`src/sdCmd_macros.svh`:
```
`ifndef SD_CMD_MACROS_SVH
`define SD_CMD_MACROS_SVH

// ======================================================================
// SD command path constants
// ======================================================================

// clk_fast cycles per half period of sdClk
`define SD_CLK_DIV              4

// Command index plus argument
`define SD_CMD_PAYLOAD_BITS     38

// Full command frame on the CMD line
`define SD_CMD_FRAME_BITS       48

// Response frame lengths
`define SD_RESP_SHORT_BITS      48
`define SD_RESP_LONG_BITS       136

`define SD_CRC7_BITS            7

// Leading bits of a long response that the CRC does not cover
`define SD_RESP_LONG_SKIP       8

`endif

```
`src/sdCmdPkg.sv`:
```
`default_nettype none

package sdCmdPkg;

    // Response kind requested by a command
    typedef enum logic [1:0] {
        RespNone = 2'b00,
        Resp48   = 2'b01,
        Resp136  = 2'b10
    } sdRespTypeE;

    // One command request, sampled on cmdStart
    typedef struct packed {
        logic [5:0]  index;
        logic [31:0] argument;
        sdRespTypeE  respType;
    } sdCmdReqT;

    typedef struct packed {
        logic crcErr;
        logic endBitErr;
    } sdRespStatusT;

    typedef enum logic [1:0] {
        TxIdle,
        TxPayload,
        TxCrc,
        TxEnd
    } sdTxStateE;

    typedef enum logic [1:0] {
        RxIdle,
        RxWaitStart,
        RxShift,
        RxDone
    } sdRxStateE;

endpackage

`default_nettype wire

```
`src/sdCrc7.sv`:
```
`default_nettype none
`timescale 1ns/1ps

`include "sdCmd_macros.svh"

module sdCrc7 (
    input  wire                      clk_fast,
    input  wire                      rstN,
    input  wire                      clear,
    input  wire                      enable,
    input  wire                      dataBit,
    output logic [`SD_CRC7_BITS-1:0] crc
);

    logic feedback;

    // Polynomial x^7 + x^3 + 1, data enters MSB first
    assign feedback = dataBit ^ crc[`SD_CRC7_BITS-1];

    always_ff @(posedge clk_fast or negedge rstN) begin
        if (!rstN) begin
            crc <= '0;
        end else if (clear) begin
            crc <= '0;
        end else if (enable) begin
            // Tap at x^3 gets the feedback as well as the shift
            crc <= {crc[5:3], crc[2] ^ feedback, crc[1:0], feedback};
        end
    end

endmodule

`default_nettype wire

```
`src/sdClockGen.sv`:
```
`default_nettype none
`timescale 1ns/1ps

`include "sdCmd_macros.svh"

module sdClockGen (
    input  wire  clk_fast,
    input  wire  rstN,
    output logic sdClk,
    output logic shiftTick,
    output logic sampleTick
);

    localparam int CntWidth = $clog2(`SD_CLK_DIV + 1);

    logic [CntWidth-1:0] divCnt;
    logic                edgeNow;

    // Last fast cycle of each sdClk half period
    assign edgeNow = (divCnt == CntWidth'(`SD_CLK_DIV - 1));

    always_ff @(posedge clk_fast or negedge rstN) begin
        if (!rstN) begin
            divCnt     <= '0;
            sdClk      <= 1'b0;
            shiftTick  <= 1'b0;
            sampleTick <= 1'b0;
        end else begin
            // Ticks line up with the first cycle of the new sdClk level
            shiftTick  <= edgeNow && sdClk;
            sampleTick <= edgeNow && !sdClk;
            if (edgeNow) begin
                divCnt <= '0;
                sdClk  <= !sdClk;
            end else begin
                divCnt <= divCnt + 1'b1;
            end
        end
    end

endmodule

`default_nettype wire

```
`src/sdCmdTx.sv`:
```
`default_nettype none
`timescale 1ns/1ps

`include "sdCmd_macros.svh"

module sdCmdTx import sdCmdPkg::*; (
    input  wire        clk_fast,
    input  wire        rstN,
    input  wire        shiftTick,
    input  wire        cmdStart,
    input  wire        sdCmdReqT cmdReq,
    output logic       cmdOut,
    output logic       cmdOe,
    output logic       cmdDone,
    output logic       rxArm,
    output logic       rxAbort,
    output sdRespTypeE respType
);

    // Start bit, transmission bit, index and argument
    localparam int PayloadLen = `SD_CMD_FRAME_BITS - `SD_CRC7_BITS - 1;

    sdTxStateE                      state;
    logic [5:0]                     bitCnt;
    sdCmdReqT                       reqLatch;
    logic [`SD_CMD_PAYLOAD_BITS+1:0] shiftReg;
    logic [`SD_CRC7_BITS-1:0]       crc;
    logic                           crcEnable;

    // A new command always kills a pending response
    assign rxAbort  = cmdStart;
    assign respType = reqLatch.respType;

    assign crcEnable = shiftTick && (state == TxPayload) && !cmdStart;

    sdCrc7 u_crc (
        .clk_fast (clk_fast),
        .rstN     (rstN),
        .clear    (cmdStart),
        .enable   (crcEnable),
        .dataBit  (shiftReg[PayloadLen-1]),
        .crc      (crc)
    );

    // Request and outgoing payload
    always_ff @(posedge clk_fast) begin
        if (cmdStart) begin
            reqLatch <= cmdReq;
            shiftReg <= {1'b0, 1'b1, cmdReq.index, cmdReq.argument};
        end else if (shiftTick && (state == TxPayload)) begin
            shiftReg <= shiftReg << 1;
        end
    end

    // ==================================================================
    // Transmit FSM, one bit per shiftTick
    // ==================================================================
    always_ff @(posedge clk_fast or negedge rstN) begin
        if (!rstN) begin
            state   <= TxIdle;
            bitCnt  <= '0;
            cmdOut  <= 1'b1;
            cmdOe   <= 1'b0;
            cmdDone <= 1'b0;
            rxArm   <= 1'b0;
        end else begin
            cmdDone <= 1'b0;
            rxArm   <= 1'b0;
            if (cmdStart) begin
                // Line keeps its level until the next falling sdClk
                state  <= TxPayload;
                bitCnt <= 6'(PayloadLen - 1);
            end else if (shiftTick) begin
                case (state)
                    TxPayload: begin
                        cmdOut <= shiftReg[PayloadLen-1];
                        cmdOe  <= 1'b1;
                        if (bitCnt == '0) begin
                            state  <= TxCrc;
                            bitCnt <= 6'(`SD_CRC7_BITS - 1);
                        end else begin
                            bitCnt <= bitCnt - 1'b1;
                        end
                    end
                    TxCrc: begin
                        // CRC is frozen here, read it out MSB first
                        cmdOut <= crc[bitCnt[2:0]];
                        if (bitCnt == '0) begin
                            state  <= TxEnd;
                            bitCnt <= 6'd1;
                        end else begin
                            bitCnt <= bitCnt - 1'b1;
                        end
                    end
                    TxEnd: begin
                        if (bitCnt != '0) begin
                            // End bit
                            cmdOut <= 1'b1;
                            bitCnt <= '0;
                        end else begin
                            cmdOut  <= 1'b1;
                            cmdOe   <= 1'b0;
                            cmdDone <= 1'b1;
                            rxArm   <= (reqLatch.respType != RespNone);
                            state   <= TxIdle;
                        end
                    end
                    default: begin
                    end
                endcase
            end
        end
    end

endmodule

`default_nettype wire

```
`src/sdRespRx.sv`:
```
`default_nettype none
`timescale 1ns/1ps

`include "sdCmd_macros.svh"

module sdRespRx import sdCmdPkg::*; (
    input  wire                           clk_fast,
    input  wire                           rstN,
    input  wire                           sampleTick,
    input  wire                           cmdIn,
    input  wire                           rxArm,
    input  wire                           rxAbort,
    input  wire sdRespTypeE               respType,
    output logic                          respDone,
    output logic [`SD_RESP_LONG_BITS-1:0] respData,
    output sdRespStatusT                  respStatus
);

    // Counter values bounding the CRC window, counted down to the end bit
    localparam int ShortTop = `SD_RESP_SHORT_BITS - 1;
    localparam int LongTop  = `SD_RESP_LONG_BITS - `SD_RESP_LONG_SKIP;
    localparam int CrcLow   = `SD_CRC7_BITS + 2;
    localparam int PadBits  = `SD_RESP_LONG_BITS - `SD_RESP_SHORT_BITS;

    sdRxStateE                     state;
    logic [7:0]                    bitCnt;
    logic                          isLong;
    logic [`SD_RESP_LONG_BITS-1:0] shiftReg;
    logic [`SD_RESP_LONG_BITS-1:0] frameNext;
    logic [7:0]                    crcTop;
    logic                          crcEnable;
    logic                          lastBit;
    logic                          publish;
    logic [`SD_CRC7_BITS-1:0]      crc;

    assign frameNext = {shiftReg[`SD_RESP_LONG_BITS-2:0], cmdIn};
    assign crcTop    = isLong ? 8'(LongTop) : 8'(ShortTop);

    assign crcEnable = sampleTick && (state == RxShift)
                       && (bitCnt <= crcTop) && (bitCnt >= 8'(CrcLow));

    // bitCnt reaches 1 on the end bit
    assign lastBit = sampleTick && (state == RxShift) && (bitCnt == 8'd1);
    assign publish = lastBit && !rxAbort && !rxArm;

    sdCrc7 u_crc (
        .clk_fast (clk_fast),
        .rstN     (rstN),
        .clear    (rxArm),
        .enable   (crcEnable),
        .dataBit  (cmdIn),
        .crc      (crc)
    );

    // ==================================================================
    // Receive FSM
    // ==================================================================
    always_ff @(posedge clk_fast or negedge rstN) begin
        if (!rstN) begin
            state    <= RxIdle;
            bitCnt   <= '0;
            isLong   <= 1'b0;
            respDone <= 1'b0;
        end else begin
            respDone <= 1'b0;
            if (rxAbort) begin
                state <= RxIdle;
            end else if (rxArm) begin
                state  <= RxWaitStart;
                isLong <= (respType == Resp136);
            end else begin
                case (state)
                    RxWaitStart: begin
                        // No timeout, the card decides when to answer
                        if (sampleTick && !cmdIn) begin
                            state  <= RxShift;
                            bitCnt <= isLong ? 8'(`SD_RESP_LONG_BITS - 1)
                                             : 8'(`SD_RESP_SHORT_BITS - 1);
                        end
                    end
                    RxShift: begin
                        if (sampleTick) begin
                            bitCnt <= bitCnt - 1'b1;
                            if (lastBit) begin
                                state    <= RxDone;
                                respDone <= 1'b1;
                            end
                        end
                    end
                    RxDone: begin
                        state <= RxIdle;
                    end
                    default: begin
                    end
                endcase
            end
        end
    end

    // Frame bits and published results
    always_ff @(posedge clk_fast) begin
        if (sampleTick) begin
            shiftReg <= frameNext;
        end
        if (publish) begin
            if (isLong) begin
                respData <= frameNext;
            end else begin
                respData <= {{PadBits{1'b0}}, frameNext[`SD_RESP_SHORT_BITS-1:0]};
            end
            // Received CRC field sits just above the incoming end bit
            respStatus.crcErr    <= (crc != shiftReg[`SD_CRC7_BITS-1:0]);
            respStatus.endBitErr <= !cmdIn;
        end
    end

endmodule

`default_nettype wire

```
`src/sdCmdController.sv`:
```
`default_nettype none
`timescale 1ns/1ps

`include "sdCmd_macros.svh"

module sdCmdController import sdCmdPkg::*; (
    input  wire                           clk_fast,
    input  wire                           rstN,
    // Command request
    input  wire                           cmdStart,
    input  wire sdCmdReqT                 cmdReq,
    output logic                          cmdDone,
    // Response
    output logic                          respDone,
    output logic [`SD_RESP_LONG_BITS-1:0] respData,
    output sdRespStatusT                  respStatus,
    // SD card CMD line and clock
    output logic                          sdClk,
    output logic                          cmdOut,
    output logic                          cmdOe,
    input  wire                           cmdIn
);

    logic       shiftTick;
    logic       sampleTick;
    logic       rxArm;
    logic       rxAbort;
    sdRespTypeE respType;

    // ======================================================================
    // SD clock and bit timing
    // ======================================================================
    sdClockGen u_clockGen (
        .clk_fast   (clk_fast),
        .rstN       (rstN),
        .sdClk      (sdClk),
        .shiftTick  (shiftTick),
        .sampleTick (sampleTick)
    );

    // ======================================================================
    // Command out and response in
    // ======================================================================
    sdCmdTx u_tx (
        .clk_fast  (clk_fast),
        .rstN      (rstN),
        .shiftTick (shiftTick),
        .cmdStart  (cmdStart),
        .cmdReq    (cmdReq),
        .cmdOut    (cmdOut),
        .cmdOe     (cmdOe),
        .cmdDone   (cmdDone),
        .rxArm     (rxArm),
        .rxAbort   (rxAbort),
        .respType  (respType)
    );

    sdRespRx u_rx (
        .clk_fast   (clk_fast),
        .rstN       (rstN),
        .sampleTick (sampleTick),
        .cmdIn      (cmdIn),
        .rxArm      (rxArm),
        .rxAbort    (rxAbort),
        .respType   (respType),
        .respDone   (respDone),
        .respData   (respData),
        .respStatus (respStatus)
    );

endmodule

`default_nettype wire

```
`config.mk`:
```
export PLATFORM = sky130hd
export DESIGN_NAME = sdCmdController
export DESIGN_NICKNAME = d
export VERILOG_FILES = /design/src/sdCmdPkg.sv /design/src/sdCrc7.sv /design/src/sdClockGen.sv /design/src/sdCmdTx.sv /design/src/sdRespRx.sv /design/src/sdCmdController.sv
export VERILOG_INCLUDE_DIRS = /design/src /design/src/src
export SDC_FILE = /design/constraint.sdc
export NUM_CORES = 1
export LEC_CHECK = 0
export BUFFER_PORTS_ARGS = -buffer_cell sky130_fd_sc_hd__buf_2
export CAP_MARGIN = 25
export CORE_ASPECT_RATIO = 1.5
export CORE_MARGIN = 5
export CORE_UTILIZATION = 40
export DETAILED_ROUTE_END_ITERATION = 7
export GPL_ROUTABILITY_DRIVEN = 0
export GPL_TIMING_DRIVEN = 0
export SYNTH_ARGS = -nofsm -noshare
export SYNTH_HDL_FRONTEND = slang
export SYNTH_SLANG_ARGS = --single-unit
export TNS_END_PERCENT = 1
```
`constraint.sdc`:
```
create_clock -name clk_fast -period 13.5 [get_ports clk_fast]
set_clock_uncertainty 0.15 [all_clocks]
set_input_delay 0.675 -clock clk_fast [delete_from_list [all_inputs] [get_ports clk_fast]]
set_output_delay 0.675 -clock clk_fast [all_outputs]
set_load 0.005 [all_outputs]
```
==> out/results.ini <==
[run_status]
status=complete, no violations

[grt]
antenna_found_initial=1
track_usage_pct=12.3
first_global_vias=6764
grt_pass1_wl_um=36000
overflow=0
gr-usage-met1_pct=16.0
gr-usage-met3_pct=3.45
grt_use_met2_pct=20.3
grt_max_degree=71
busiest_layer=met2

[synthesis]
syn_area_per_cell_sq_um=18.2
synth_cells=713
yosysUniqueCellTypes=55
yosysTopAreaCell=edfxtp_1
ys_ff_latch=359
yosysWarnings=0
synth_area_sq_um=13000
async_reset_ff_share_pct=12.3
synth_edf_count=313
synth_most_common_cell=edfxtp_1
synth_common_cells=edfxtp_1, and2_1, dfrtp_1
ys_seq_area_share_pct=81.2
mappedNetlistNets=768
synthTopCellsByArea=edfxtp_1, dfrtp_1, and2_1
ys.flop_type=edfxtp_1
yosysTopAreaCellShare_pct=72.4

[place]
dp_hpwl_um=14800
portBuffers=186
dp_cells=1313

[clocking]
insertion_delay_ns=0.51
cts_tree=yes
root_buffer=clkbuf_16
clkSinkCount=359
path_clk_slew_ns=0.06
cts_resized=0
htree_levels=2
clk_path_buf_depth=3
cts_buffers=36
cts_setup_buffers=0

[detailed_routing]
finalWirelength_um=22800
vias_per_cell=4.80
drt_iter0_drc=312
drc_errors=0
wl_per_cell_um=16.5
dr.pass1.iters=4
ant_nets=0
vias=6619

[timing]
drv_slew=0
grt_setup_unrepaired=no
setup_viol=0
period_needed_ns=3.34
fin_crit_sh_pct=24.8
slew_headroom_pct=46.8
setup_tns_ns=0
worst_pin_slew_ns=0.797
hold_viol_final=0
fmax_mhz=299

[layout]
drive_gt1_share_pct=30.5
syn_to_final_growth_pct=21.6
seq_area_sq_um=10500
multi_input_area_sq_um=2270
nNetsFinal=998
fillCellCount=2670
stdcell_count=1378
diodes=0

[hold_path]
min_to=u_tx.respType[1]
hold_path_class=primary input to flop
min_from=cmdReq[1]
worstHoldPathCells=1

[power]
p_leak_nw=5.50
power_density_nw_per_um2=145
ir_drop_uv=78.9

[floorplanning]
ios=187
dieArea_sq_um=36200
start_util_pct=40.6
fp.dieH_um=231
die_x_um=157
core_area_sq_um=31900
rows=80

[setup_path]
crit_type=flop to flop
slowest_stage=a311oi_4
startpoint_type=flop
arrival_ns=3.61
cp_common_cell=clkbuf_1
worstRegToRegCells=8
slowest_delay_ns=0.58
cp_max_fo=10
cp-end-kind=flop
regToRegSetupSlack_ns=10.16
r2r_end=u_rx.u_crc.crc[6]
cp.required_ns=13.77
r2r-start=u_rx.isLong
path_cells=clkbuf_1 -> clkbuf_1 -> inv_1 -> ha_1 -> and4bb_2 -> a21oi_1 -> a311oi_4 -> mux2i_1

[flow_run]
cap_violations=0

cells in the final DEF, fill, tap and decap left out, types with 4 or more instances in the layout:
cell and count:
dfrtp_1 42, inv_1 16, o21ai_0 10, a22o_1 10
and3_1 5, xnor2_1 5, mux2_2 37, clkinv_2 6
clkbuf_1 23, nand3_1 5, bufinv_16 6, and2_1 92
clkbuf_16 36, xor2_1 11, o21a_1 4, clkinv_1 4
nor2_1 20, nand2_1 22, nor3_1 6, buf_2 189
ha_1 11, a21oi_1 14, nor2b_1 8, mux2i_1 8
edfxtp_1 313
layout make-up:
cell class / count / share of cell area [%]
clock buffers: 42 / 5.98
flip-flops and latches: 359 / 66.8
well taps: 410 / 3.25
inverters: 17 / 0.405
clock inverters: 21 / 1.74
multi-input cells: 312 / 14.4
repair buffers: 192 / 6.74
plain buffers: 25 / 0.642
routing by layer:
layer	wire (um)	up-vias
met3	1720	40
li1	-	3125
met1	9670	3252
met4	511	2
met2	10900	200
met5	11	-
cells by family (layout without fill, tap and decap cells):
group,after synthesis,in the layout,share of synthesized area (%)
compound gates,65,65,3.70
xor+xnor,16,16,1.08
fa+ha+maj,11,11,1.06
buf+inv,42,297,1.27
flops,359,359,81.2
mux,46,46,4.00
simple gates,174,174,7.64
metrics by stage:
| stage | total power [mW] | area, sq um | utilization (%) | setup WS, ns | hold WS (ns) |
|---|---|---|---|---|---|
| final | 2.28 | 15800 | 49.4 | 10.16 | 0.192 |
| after CTS | 2.32 | 15700 | 49.3 | 9.99 | 0.157 |
| after global routing | 2.37 | 15800 | 49.4 | 9.90 | 0.157 |
| after floorplan | 1.27 | 13000 | - | 5.94 | 0.229 |
| after detailed placement | 1.29 | 14500 | 45.5 | 10.01 | 0.275 |
| after global placement | 1.29 | 14400 | 45.2 | 3.02 | 0.271 |
report_power, final:
group | switching, mW | internal, mW | total [mW]
Combinational | 0.0235 | 0.0243 | 0.0478
Clock | 0.401 | 0.617 | 1.02
Sequential | 0.00417 | 1.21 | 1.22
Total | 0.428 | 1.85 | 2.28
worst max-delay path by stage:
stage,start,end,slack (ns),depth (start not counted)
2_1_floorplan,u_clockGen.sampleTick,u_rx.respData[0],5.94,2
3_3_place_gp,u_clockGen.sampleTick,u_rx.respData[23],3.02,2
3_5_place_dp,u_rx.isLong,u_rx.u_crc.crc[6],10.01,8
4_1_cts,u_rx.isLong,u_rx.u_crc.crc[6],9.99,8
5_1_grt,u_rx.isLong,u_rx.u_crc.crc[6],9.90,8
6_report,u_rx.isLong,u_rx.u_crc.crc[6],10.16,8
state kept, by name, indices dropped and copies added (netlist names), 3 cells and up:
name and flops:
u_tx.shiftReg 40, u_tx.bitCnt 6, u_rx.bitCnt 8, u_clockGen.divCnt 3, u_tx.u_crc.crc 7, u_rx.respData 136
u_rx.shiftReg 135, u_rx.u_crc.crc 7
worst max-delay path, delay by kind of cell (launching register included):
| kind | cells | cell delay (ns) |
|---|---|---|
| AND/OR/NAND/NOR | 1 | 0.27 |
| AO/OA/AOI/OAI | 2 | 0.68 |
| multiplexers | 1 | 0.27 |
| flip-flops | 1 | 0.44 |
| buffers and inverters | 3 | 1.11 |
| adder cells (fa/ha/maj) | 1 | 0.32 |
repair_timing:
| item | CTS | global route |
|---|---|---|
| setup endpoints to repair | 0 | 0 |
| hold buffers | 0 | 1 |
| hold endpoints to repair | 0 | 5 |
(Power assumes the default switching activity.)
